### config.mk
export PLATFORM = sky130hd
export DESIGN_NAME = sprite_layer_top
export DESIGN_NICKNAME = d
export VERILOG_FILES = /design/src/rtl/sprite_pkg.sv /design/src/rtl/sprite_unit.sv /design/src/rtl/rom_arbiter.sv /design/src/rtl/sprite_rom.sv /design/src/rtl/pixel_compositor.sv /design/src/rtl/sprite_layer_top.sv
export VERILOG_INCLUDE_DIRS = /design/src /design/src/rtl
export SDC_FILE = /design/constraint.sdc
export NUM_CORES = 1
export LEC_CHECK = 0
export ABC_AREA = 1
export BUFFER_PORTS_ARGS = -buffer_cell sky130_fd_sc_hd__buf_2
export CAP_MARGIN = 20
export CORE_UTILIZATION = 53
export CTS_BUF_LIST = sky130_fd_sc_hd__clkbuf_8 sky130_fd_sc_hd__clkbuf_16
export CTS_CLUSTER_DIAMETER = 120
export DETAILED_ROUTE_END_ITERATION = 7
export PLACE_DENSITY = 0.72
export SLEW_MARGIN = 20
export SYNTH_ARGS = -nofsm -noshare
export SYNTH_HDL_FRONTEND = slang
export SYNTH_SLANG_ARGS = --single-unit
export TNS_END_PERCENT = 100
### constraint.sdc
create_clock -name Clk -period 3.4 [get_ports Clk]
set_input_delay 0 -clock Clk [delete_from_list [all_inputs] [get_ports Clk]]
set_output_delay 0 -clock Clk [all_outputs]
set_load 0.1 [all_outputs]
### src/rtl/sprite_params.svh
// sprite geometry and arbiter size
`ifndef SPRITE_PARAMS_SVH
`define SPRITE_PARAMS_SVH

// box edge in pixels
`define SPRITE_SIDE 8

// box extends this far left/up of the position
`define SPRITE_HALF 4

// 4 poses x 64 pixels
`define ROM_DEPTH 256

// 0 = sprite 0, 1 = sprite 1, 2 = loader
`define NUM_REQ 3

`endif

### src/rtl/sprite_pkg.sv
// sprite layer shared types
`default_nettype none

package sprite_pkg;

    // ------------------------------------------------------------------------
    // pixel stream and palette
    // ------------------------------------------------------------------------

    // screen coordinate, unsigned
    typedef logic [9:0] coord_t;

    // palette index, 0 is see-through
    typedef logic [3:0] color_t;

    // ------------------------------------------------------------------------
    // image memory
    // ------------------------------------------------------------------------

    // four image blocks of 64 pixels each
    typedef enum logic [1:0] {
        pose_stand,
        pose_move_right,
        pose_move_left,
        pose_attack
    } pose_t;

    // {pose, row, col} -> pose*64 + row*8 + col
    typedef logic [7:0] rom_addr_t;

endpackage

`default_nettype wire

### src/rtl/sprite_unit.sv
// per-sprite box test and image fetch
`default_nettype none
`include "sprite_params.svh"

module sprite_unit
    import sprite_pkg::*;
(
    input  logic      Clk,
    input  logic      rst_n,
    input  logic      start,
    input  coord_t    pix_x,
    input  coord_t    pix_y,
    input  coord_t    pos_x,
    input  coord_t    pos_y,
    input  pose_t     pose,
    output logic      req,
    output rom_addr_t addr,
    input  logic      gnt,
    input  color_t    rd_data,
    output logic      done,
    output logic      hit,
    output color_t    color
);

    typedef enum logic [1:0] {
        st_idle,
        st_request,
        st_capture
    } state_t;

    state_t state;

    // offsets into the image, signed so the box edge never wraps
    // 12 bits covers 1023 + half box
    logic signed [11:0] off_x;
    logic signed [11:0] off_y;
    logic               in_box;
    rom_addr_t          img_addr;

    rom_addr_t addr_q;
    logic      hit_q;
    logic      miss_done;

    // ------------------------------------------------------------------------
    // box test
    // ------------------------------------------------------------------------

    // column = x - px + 4, row = y - py + 4
    assign off_x = $signed({2'b00, pix_x}) - $signed({2'b00, pos_x}) + 12'sd`SPRITE_HALF;
    assign off_y = $signed({2'b00, pix_y}) - $signed({2'b00, pos_y}) + 12'sd`SPRITE_HALF;

    assign in_box = (off_x >= 0) && (off_x < `SPRITE_SIDE) &&
                    (off_y >= 0) && (off_y < `SPRITE_SIDE);

    // pose selects the 64-entry block
    assign img_addr = {pose, off_y[2:0], off_x[2:0]};

    // ------------------------------------------------------------------------
    // FSM
    // ------------------------------------------------------------------------

    always_ff @(posedge Clk) begin
        if (!rst_n) begin
            state     <= st_idle;
            hit_q     <= 1'b0;
            miss_done <= 1'b0;
        end else begin
            // miss answer is a one-cycle pulse
            miss_done <= 1'b0;
            case (state)
                st_idle: begin
                    if (start) begin
                        hit_q <= in_box;
                        if (in_box) begin
                            state <= st_request;
                        end else begin
                            miss_done <= 1'b1;
                        end
                    end
                end
                st_request: begin
                    // memory samples the address on this edge
                    if (gnt) begin
                        state <= st_capture;
                    end
                end
                st_capture: begin
                    state <= st_idle;
                end
                default: begin
                    state <= st_idle;
                end
            endcase
        end
    end

    // address held while waiting for the grant
    always_ff @(posedge Clk) begin
        if (state == st_idle && start) begin
            addr_q <= img_addr;
        end
    end

    assign req  = (state == st_request);
    assign addr = addr_q;
    assign hit  = hit_q;

    // registered read data lands in capture, one cycle after grant
    assign done  = miss_done | (state == st_capture);
    assign color = (state == st_capture) ? rd_data : '0;

endmodule

`default_nettype wire

### src/rtl/rom_arbiter.sv
// round-robin arbiter for the image memory port
`default_nettype none
`include "sprite_params.svh"

module rom_arbiter
    import sprite_pkg::*;
(
    input  logic                Clk,
    input  logic                rst_n,
    input  logic [`NUM_REQ-1:0] req,
    input  rom_addr_t           req_addr0,
    input  rom_addr_t           req_addr1,
    input  rom_addr_t           req_addr2,
    input  color_t              wr_data,
    output logic [`NUM_REQ-1:0] gnt,
    output rom_addr_t           mem_addr,
    output logic                mem_we,
    output color_t              mem_wdata
);

    localparam int PTR_W = $clog2(`NUM_REQ);

    // requester with top priority this cycle
    logic [PTR_W-1:0] ptr;
    logic [PTR_W-1:0] win;

    // scan from ptr, first asking requester wins
    always_comb begin
        int   cand;
        logic found;
        gnt   = '0;
        win   = ptr;
        found = 1'b0;
        for (int i = 0; i < `NUM_REQ; i++) begin
            cand = int'(ptr) + i;
            if (cand >= `NUM_REQ) begin
                cand = cand - `NUM_REQ;
            end
            if (!found && req[cand]) begin
                found     = 1'b1;
                win       = PTR_W'(cand);
                gnt[cand] = 1'b1;
            end
        end
    end

    // rotate to the one after the last winner
    always_ff @(posedge Clk) begin
        if (!rst_n) begin
            ptr <= '0;
        end else if (|gnt) begin
            ptr <= (win == PTR_W'(`NUM_REQ - 1)) ? '0 : win + 1'b1;
        end
    end

    // route the granted address
    always_comb begin
        mem_addr = req_addr0;
        if (gnt[1]) begin
            mem_addr = req_addr1;
        end
        if (gnt[2]) begin
            mem_addr = req_addr2;
        end
    end

    // only the loader writes
    assign mem_we    = gnt[2];
    assign mem_wdata = wr_data;

endmodule

`default_nettype wire

### src/rtl/sprite_rom.sv
// pose image memory
`default_nettype none
`include "sprite_params.svh"

module sprite_rom
    import sprite_pkg::*;
(
    input  logic      Clk,
    input  rom_addr_t addr,
    input  logic      we,
    input  color_t    wdata,
    output color_t    rdata
);

    // 4 bits per pixel, block RAM style
    color_t mem [`ROM_DEPTH];

    // ------------------------------------------------------------------------
    // single port, one access per edge
    // ------------------------------------------------------------------------

    always_ff @(posedge Clk) begin
        if (we) begin
            mem[addr] <= wdata;
        end
    end

    // read data valid the cycle after the address
    // old data on a same-address write
    always_ff @(posedge Clk) begin
        rdata <= mem[addr];
    end

endmodule

`default_nettype wire

### src/rtl/pixel_compositor.sv
// pixel accept, sprite merge and output hold
`default_nettype none

module pixel_compositor
    import sprite_pkg::*;
(
    input  logic   Clk,
    input  logic   rst_n,
    input  logic   in_valid,
    output logic   in_ready,
    input  coord_t in_x,
    input  coord_t in_y,
    output logic   start,
    output coord_t pix_x,
    output coord_t pix_y,
    input  logic   done0,
    input  logic   hit0,
    input  color_t color0,
    input  logic   done1,
    input  logic   hit1,
    input  color_t color1,
    output logic   out_valid,
    input  logic   out_ready,
    output color_t out_color,
    output logic   out_opaque
);

    typedef enum logic [1:0] {
        st_idle,
        st_busy,
        st_present
    } state_t;

    state_t state;

    // sticky done, units finish in either order
    logic   flag0;
    logic   flag1;
    logic   hit0_q;
    logic   hit1_q;
    color_t color0_q;
    color_t color1_q;

    // current-or-held unit results
    logic   h0;
    logic   h1;
    color_t c0;
    color_t c1;
    logic   both_done;
    color_t pick_color;
    logic   pick_opaque;

    // ------------------------------------------------------------------------
    // merge
    // ------------------------------------------------------------------------

    assign h0 = done0 ? hit0 : hit0_q;
    assign c0 = done0 ? color0 : color0_q;
    assign h1 = done1 ? hit1 : hit1_q;
    assign c1 = done1 ? color1 : color1_q;

    // last done can arrive this very cycle
    assign both_done = (flag0 | done0) & (flag1 | done1);

    // sprite 0 in front, color 0 falls through
    always_comb begin
        pick_color  = '0;
        pick_opaque = 1'b0;
        if (h0 && c0 != '0) begin
            pick_color  = c0;
            pick_opaque = 1'b1;
        end else if (h1 && c1 != '0) begin
            pick_color  = c1;
            pick_opaque = 1'b1;
        end
    end

    // ------------------------------------------------------------------------
    // control
    // ------------------------------------------------------------------------

    always_ff @(posedge Clk) begin
        if (!rst_n) begin
            state <= st_idle;
            start <= 1'b0;
            flag0 <= 1'b0;
            flag1 <= 1'b0;
        end else begin
            start <= 1'b0;
            case (state)
                st_idle: begin
                    if (in_valid) begin
                        state <= st_busy;
                        start <= 1'b1;
                        flag0 <= 1'b0;
                        flag1 <= 1'b0;
                    end
                end
                st_busy: begin
                    if (done0) begin
                        flag0 <= 1'b1;
                    end
                    if (done1) begin
                        flag1 <= 1'b1;
                    end
                    if (both_done) begin
                        state <= st_present;
                    end
                end
                st_present: begin
                    // in_ready back the cycle after the output transfer
                    if (out_ready) begin
                        state <= st_idle;
                    end
                end
                default: begin
                    state <= st_idle;
                end
            endcase
        end
    end

    // payload registers
    always_ff @(posedge Clk) begin
        if (state == st_idle && in_valid) begin
            pix_x <= in_x;
            pix_y <= in_y;
        end
        if (done0) begin
            hit0_q   <= hit0;
            color0_q <= color0;
        end
        if (done1) begin
            hit1_q   <= hit1;
            color1_q <= color1;
        end
        // result frozen while presented
        if (state == st_busy && both_done) begin
            out_color  <= pick_color;
            out_opaque <= pick_opaque;
        end
    end

    assign in_ready  = (state == st_idle);
    assign out_valid = (state == st_present);

endmodule

`default_nettype wire

### src/rtl/sprite_layer_top.sv
// sprite layer top level
`default_nettype none

module sprite_layer_top
    import sprite_pkg::*;
(
    input  logic      Clk,
    input  logic      rst_n,
    // pixel in
    input  logic      in_valid,
    output logic      in_ready,
    input  coord_t    in_x,
    input  coord_t    in_y,
    // pixel out
    output logic      out_valid,
    input  logic      out_ready,
    output color_t    out_color,
    output logic      out_opaque,
    // sprite placement
    input  coord_t    s0_x,
    input  coord_t    s0_y,
    input  pose_t     s0_pose,
    input  coord_t    s1_x,
    input  coord_t    s1_y,
    input  pose_t     s1_pose,
    // image loader
    input  logic      wr_valid,
    output logic      wr_ready,
    input  rom_addr_t wr_addr,
    input  color_t    wr_data
);

    logic      start;
    coord_t    pix_x;
    coord_t    pix_y;
    logic      done0;
    logic      hit0;
    color_t    color0;
    logic      done1;
    logic      hit1;
    color_t    color1;
    logic      req0;
    logic      req1;
    logic      gnt0;
    logic      gnt1;
    rom_addr_t addr0;
    rom_addr_t addr1;
    rom_addr_t mem_addr;
    logic      mem_we;
    color_t    mem_wdata;
    color_t    mem_rdata;

    pixel_compositor u_compositor (
        .Clk        (Clk),
        .rst_n      (rst_n),
        .in_valid   (in_valid),
        .in_ready   (in_ready),
        .in_x       (in_x),
        .in_y       (in_y),
        .start      (start),
        .pix_x      (pix_x),
        .pix_y      (pix_y),
        .done0      (done0),
        .hit0       (hit0),
        .color0     (color0),
        .done1      (done1),
        .hit1       (hit1),
        .color1     (color1),
        .out_valid  (out_valid),
        .out_ready  (out_ready),
        .out_color  (out_color),
        .out_opaque (out_opaque)
    );

    // ------------------------------------------------------------------------
    // sprite units, both read the shared memory output
    // ------------------------------------------------------------------------

    sprite_unit u_sprite0 (
        .Clk     (Clk),
        .rst_n   (rst_n),
        .start   (start),
        .pix_x   (pix_x),
        .pix_y   (pix_y),
        .pos_x   (s0_x),
        .pos_y   (s0_y),
        .pose    (s0_pose),
        .req     (req0),
        .addr    (addr0),
        .gnt     (gnt0),
        .rd_data (mem_rdata),
        .done    (done0),
        .hit     (hit0),
        .color   (color0)
    );

    sprite_unit u_sprite1 (
        .Clk     (Clk),
        .rst_n   (rst_n),
        .start   (start),
        .pix_x   (pix_x),
        .pix_y   (pix_y),
        .pos_x   (s1_x),
        .pos_y   (s1_y),
        .pose    (s1_pose),
        .req     (req1),
        .addr    (addr1),
        .gnt     (gnt1),
        .rd_data (mem_rdata),
        .done    (done1),
        .hit     (hit1),
        .color   (color1)
    );

    // ------------------------------------------------------------------------
    // memory port
    // ------------------------------------------------------------------------

    // loader asks with wr_valid, its grant is wr_ready
    rom_arbiter u_arbiter (
        .Clk       (Clk),
        .rst_n     (rst_n),
        .req       ({wr_valid, req1, req0}),
        .req_addr0 (addr0),
        .req_addr1 (addr1),
        .req_addr2 (wr_addr),
        .wr_data   (wr_data),
        .gnt       ({wr_ready, gnt1, gnt0}),
        .mem_addr  (mem_addr),
        .mem_we    (mem_we),
        .mem_wdata (mem_wdata)
    );

    sprite_rom u_rom (
        .Clk   (Clk),
        .addr  (mem_addr),
        .we    (mem_we),
        .wdata (mem_wdata),
        .rdata (mem_rdata)
    );

endmodule

`default_nettype wire

## After elaboration in Yosys (flattened, before gate mapping)

Memories as Yosys holds them, arrays and structs flattened. A register that Yosys moved wholly into a read port is not among the register bits.
Index checks and enable logic that the tools add are counted.

| storage, ports and cells | value |
|---|---|
| flip-flop bits (word level) | 66 |
| input port bits | 81 |
| RAM bits | 1024 |
| output and inout port bits | 8 |
| memories kept | 1 |

Memory list:

| memory | words | bits a word | rd ports | clocked after memory_dff | wr ports | line | RTL |
|---|---|---|---|---|---|---|---|
| u_rom.mem | 256 | 4 | 1 | 1 | 1 | sprite_rom.sv:16 | `` color_t mem [`ROM_DEPTH]; `` |

| operators by class | value |
|---|---|
| reductions and logical operators | 36 |
| order comparisons | 17 |
| bitwise gates (word level) | 7 |
| muxes and demuxes | 60 |
| eq/ne operators | 18 |
| add/sub/neg operators | 14 |

Operators with widths:

| kind | count |
|---|---|
| greater-or-equal comparator 32 x 1 -> 1 bit, second input constant | 3 |
| < comparator 32 x 4 -> 1 bit, second input constant | 3 |
| 2-to-1 mux 32 bit | 3 |
| greater-or-equal comparator 32 x 3 -> 1 bit, second input constant | 2 |
| subtractor 32 x 3 -> 32 bit, second input constant | 2 |
| adder 11 x 4 -> 12 bit, second input constant | 4 |
| greater-or-equal comparator 12 x 1 -> 1 bit, second input constant | 4 |
| < comparator 12 x 5 -> 1 bit, second input constant | 4 |
| subtractor 10 x 10 -> 11 bit | 4 |
| 2-to-1 mux 2 bit | 13 |
| 2-to-1 mux 4 bit | 6 |
| 2-to-1 mux 1 bit | 22 |
| AND reduction 3 bit | 7 |
| logical AND 1 bit | 17 |
| 2-to-1 mux 8 bit | 2 |
| inequality test 2 x 1 -> 1 bit, second input constant | 8 |
| 2-to-1 mux 3 bit | 3 |
| == test 2 bit, second input constant | 4 |
| case mux 2 bit (2 select lines) | 2 |
| nonzero test 4 bit | 2 |
| binary-select mux 1 bit (select 2 bit) | 3 |
| demux 1 bit (select 2 bit) | 3 |
| == test 2 x 1 -> 1 bit, second input constant | 3 |
| logical NOT 2 bit | 3 |
| 15 further kinds | 25 |

## Depth between registers and ports, before layout

| logic depth | value |
|---|---|
| depth in word-level cells | 14 |
| depth in mapped cells | 30 |

## Hierarchy

From an unflattened synthesis, not the netlist that was laid out.

| second synthesis, totals | value |
|---|---|
| cell total of the unflattened synthesis | 5187 |
| area total of the unflattened synthesis | 49472.4 µm² |

By module, submodules not included:

| module | instances | area an instance (µm²) | cells each | seq. area each (µm²) |
|---|---|---|---|---|
| sprite_rom | 1 | 43116.4 | 4204 | 30829.6 |
| sprite_unit at u_sprite1 | 1 | 2149.6 | 374 | 320.3 |
| sprite_unit at u_sprite0 | 1 | 2026.9 | 353 | 320.3 |
| pixel_compositor | 1 | 1482.7 | 129 | 1051.0 |
| rom_arbiter | 1 | 696.9 | 127 | 40.0 |

## Least setup slack after synthesis

Ideal clock, no wire load.

| path | value |
|---|---|
| path kind | reg2reg |
| start point | register u_arbiter.ptr[1] |
| end point | memory u_rom.mem[129][0] in the netlist's numbering (enable) |
| data arrival time | 3.436 ns |
| cell stages (with the launch flop) | 18 |
| data required time | 3.071 ns |
| slack | -0.365 ns |
| clock period less this slack | 3.765 ns |
| cells stage by stage | dfxtp_1 > inv_1 > ha_1 > buf_6 > inv_2 > nand3_2 > nand3_1 > nand2_1 > buf_6 > inv_2 > nand2_1 > nand2_1 > nor2_4 > inv_1 > clkbuf_1 > nand4_1 > buf_2 > nor2_1 |

| on the way | value |
|---|---|
| cells in the longest elaborated chain, start to end | 14 |
| elaborated cells on any way between the ends | 50 |

Ends and longest elaborated chain:

| what | line | RTL |
|---|---|---|
| start: declaration | rom_arbiter.sv:24 | `logic [PTR_W-1:0] ptr;` |
| start signal: assignment | rom_arbiter.sv:52 | `` ptr <= (win == PTR_W'(`NUM_REQ - 1)) ? '0 : win + 1'b1; `` |
| parallel branches: the longest is 11 deep, another holds subtractor 32 x 3 -> 32 bit | -- |  |
| 2-to-1 mux 3 bit (*) | rom_arbiter.sv:39 | `if (!found && req[cand]) begin` |
| named net wr_ready | sprite_layer_top.sv:28 | `output logic wr_ready,` |
| 2-to-1 mux 1 bit | sprite_rom.sv:23 | `if (we) begin` |
| 2-to-1 mux 1 bit (implied by the code) | sprite_rom.sv:24 | `mem[addr] <= wdata;` |
| end: declaration | sprite_rom.sv:16 |  |

Mark *: on every way through the listed nets, which the timed path passes. The select of a mux whose other input is x is not followed.

## Final worst setup path

| path | value |
|---|---|
| start point | register u_arbiter.ptr[0] |
| end point | register u_rom.rdata[1], read port of u_rom.mem |

| on the way | value |
|---|---|
| cells in the longest elaborated chain, start to end | 14 |
| elaborated cells on any way between the ends | 48 |

Ends and longest elaborated chain:

| what | line | RTL |
|---|---|---|
| parallel branches: the longest is 11 deep, another holds subtractor 32 x 3 -> 32 bit | -- |  |
| 2-to-1 mux 3 bit (*) | rom_arbiter.sv:39 |  |
| 2-to-1 mux 8 bit | rom_arbiter.sv:59 | `if (gnt[1]) begin` |
| 2-to-1 mux 8 bit (*) | rom_arbiter.sv:62 | `if (gnt[2]) begin` |
| end: declaration | sprite_rom.sv:12 | `output color_t rdata` |

Every way passes the cells marked *. The select of a mux whose other input is x is not followed.
A chain may end at the register's enable or synchronous reset.

==> results.cfg <==
[run_status]
status = complete, but fails checks
violations = negative setup slack

[logic_synthesis]
ys_ff_latch = 1094
syn_area_per_cell_um2 = 9.72
synth_compound_area_share_pct = 1.54
synth-edff-count = 1065
synth_top_family_by_area = simple AND/OR/NAND/NOR gates
yosysUniqueCellTypes = 48
synthArstFlopShare_pct = 0
synth_area_leader_cell = edfxtp_1
syn-num-nets = 5202
synth.cell_area_um2 = 49200
synthAdderAreaFrac_pct = 1.48
synthSimpleGateAreaFrac_pct = 26.2
synth_mux_area_share_pct = 0.0457
yosys_warnings = 0
yosys-top-cells-count = nand2_1, edfxtp_1, nor2_1
synthTopCellsByArea = edfxtp_1, nand2_1, nor2_1, nand3_1, buf_2
synth_xor_area_share_pct = 0.729
yosys_most_used_dff = edfxtp_1
yosysTopAreaCellShare_pct = 65.0
yosysMostFrequentCell = nand2_1
synth_cells = 5065
ys_seq_area_share_pct = 66.1

[routing]
avgViaCountPerCell = 5.52
post_drt_wl_per_cell_um = 20.7
num_vias = 38411
drc_errors = 0
drt_iter0_markers = 3802
ant_nets = 0
wl_um = 144000
first_pass_iters = 6

[finish]
fin_util_pct = 67.9
final_net_count = 5761
drive_above_1_share_pct = 20.5
fillers = 6315
fin_cells = 6962
area_growth_syn_to_layout_pct = 26.5

[power]
leakagePower_uw = 0.0264
ir_drop_uv = 991
total_power_uw = 67300
p_per_area_nw_per_um2 = 1080

[grt]
first_global_vias = 36378
grt_usage_pct = 28.3
grt_overflow = 0
grt_pass1_wl_um = 203000
antenna_found_initial = 9
grt_max_degree = 115

[worst_setup_path]
cp_slowest_cell = dfxtp_2
slowest_delay_ns = 0.32
worst-path-max-fanout = 45
critical_path_arrival_ns = 4.13
r2r_start = u_arbiter.ptr[0]$_SDFFE_PN0P_
r2r-end = u_rom.rdata[1]$_DFF_P_
r2r_setup_slack_ns = -0.15
end_kind = flop
cp.required_ns = 3.99
critPathMostFrequentCell = nand2_1
worst-setup-path-type = reg -> reg
reg2regPathDepth = 29
startpoint_type = flop

[floorplanning]
die_h_um = 307
initial_core_util_pct = 53.6
die_area_um2 = 94100
core_um2 = 91800
ios = 89
die_x_um = 307
std_cell_rows = 111

[min_path]
holdPathStages = 2
min-delay-path-class = in -> reg
hold_path.startpoint = in_x[7]
hold_end = u_compositor.pix_x[7]$_DFFE_PP_

[timing]
finalClockSkew_ns = 0.0367
rsz0062_at_grt = true
fin_tns_setup_ns = -0.545
hold_viol = 0
timing.final.crit_share_pct = 104
tightest_slew_ns = 0.984
fmax_mhz = 282
drv_slew = 0
finalCriticalPeriod_ns = 3.55
setup_violations = 27
layout_setup_ws_ns = -0.147
max_slew_margin_pct = 33.5

[flow_run]
drv_cap = 0

[place]
pre_cts_ws_ns = -0.488
placed_cells = 6614
place_congestion = 0.916
place_hpwl_um = 81100
io_buffers = 88

[clocking]
cts.sinks = 1094
clk_pin_slew_ns = 0.06
cts_tree = yes
cts_buffer_depth = 3
clk-insertion-delay-late_ns = 0.70
cts_buffers = 107
h-tree-depth = 3
cts_root_buffer = clkbuf_16
-- worst max-delay path by stage --
| stage | slack (ns) | endpoint | startpoint | depth (start not counted) |
|---|---|---|---|---|
| finish | -0.15 | u_rom.rdata[1]$_DFF_P_ | u_arbiter.ptr[0]$_SDFFE_PN0P_ | 29 |
| floorplan | 0.08 | u_rom.mem[123][0]$_DFFE_PP_ | u_arbiter.ptr[1]$_SDFFE_PN0P_ | 23 |
| global placement | -0.43 | u_rom.rdata[2]$_DFF_P_ | u_arbiter.ptr[1]$_SDFFE_PN0P_ | 28 |
| detailed placement | -0.49 | u_rom.rdata[2]$_DFF_P_ | u_arbiter.ptr[1]$_SDFFE_PN0P_ | 28 |
| global route | -0.28 | u_rom.rdata[1]$_DFF_P_ | u_arbiter.ptr[0]$_SDFFE_PN0P_ | 26 |
| CTS | -0.01 | u_rom.rdata[0]$_DFF_P_ | u_arbiter.ptr[0]$_SDFFE_PN0P_ | 30 |
-- cells by family after synthesis --
group | Yosys count
xor gates and xnor gates | 41
muxes | 2
and+or+nand+nor | 3338
buffers and inverters | 394
adders and majority gates | 56
DFF | 1094
AOI/OAI and AO/OA | 140
-- layout by cell type (no fill, tap or decap), drive strengths merged, types with 5 or more instances in the layout --
cell type / n
a21oi: 29
and2: 5
buf: 618
bufinv: 20
clkbuf: 144
clkinv: 44
clkinvlp: 10
dfxtp: 29
dlygate4sd3: 53
edfxtp: 1065
ha: 52
inv: 153
nand2: 2758
nand3: 182
nand4: 20
nor2: 344
nor3: 13
o21ai: 88
o21bai: 5
or2: 11
xnor2: 13
xor2: 28
-- final cells by class --
type / count / area (um^2) / share of cell area, %
flip-flops and latches: 1094 / 32600 / 52.3
multi-input cells: 3577 / 16300 / 26.2
repair buffers: 708 / 7570 / 12.2
clock buffers: 111 / 2770 / 4.44
well taps: 1243 / 1560 / 2.50
clock inverters: 91 / 991 / 1.59
inverters: 136 / 531 / 0.852
diodes: 2 / 5.00 / 0.00803
-- critical path, delay by kind of cell (launching register included) --
kind                     cells  cell delay, ns
AND/OR/NAND/NOR             20            1.84
AO/OA/AOI/OAI                1            0.17
flip-flops                   1            0.32
adder cells (fa/ha/maj)      1            0.17
buffers and inverters        7            0.91
-- stage by stage --
step,hold slack [ns],cell area (um^2)
finish,0.0284,62300
global route,0.0240,62300
CTS,0.000438,59500
detailed placement,0.178,54500
global placement,0.176,54500
floorplan,0.0989,49200
-- routing by layer --
| layer | part of all wire, % | up-vias | track usage (%) | routed length (um) |
|---|---|---|---|---|
| li1 | - | 17666 | - | - |
| met1 | 37 | 18239 | 36.0 | 53100 |
| met2 | 47 | 2021 | 46.8 | 67900 |
| met3 | 10 | 469 | 4.60 | 14500 |
| met4 | 5.9 | 16 | 14.7 | 8490 |
| met5 | 0.065 | - | 0 | 94 |
-- power by group --
part	switching, uW	leakage [uW]	internal, uW
sequential	109	0.00982	15100
combinational	25000	0.0147	14600
clock	5160	0.00187	7430
-- timing repair --
item                                     CTS  global route
endpoints found under the hold margin    177             0
buffers inserted                          11            50
cloned                                    10            30
pin swaps                                 31           119
gates resized for setup                  108           487
hold buffers                              53             0
endpoints found under the setup margin  1028          1028
-- flip-flops by register name (all words and copies together), names as in the netlist, 2 cells and up --
register,cells
u_arbiter.ptr,2
u_compositor.color0_q,4
u_compositor.color1_q,4
u_compositor.out_color,4
u_compositor.pix_x,10
u_compositor.pix_y,10
u_compositor.state,2
u_rom.mem,1024
u_rom.rdata,4
u_sprite0.addr,8
u_sprite0.state,2
u_sprite1.addr,8
u_sprite1.state,2
(Power assumes the default switching activity.)
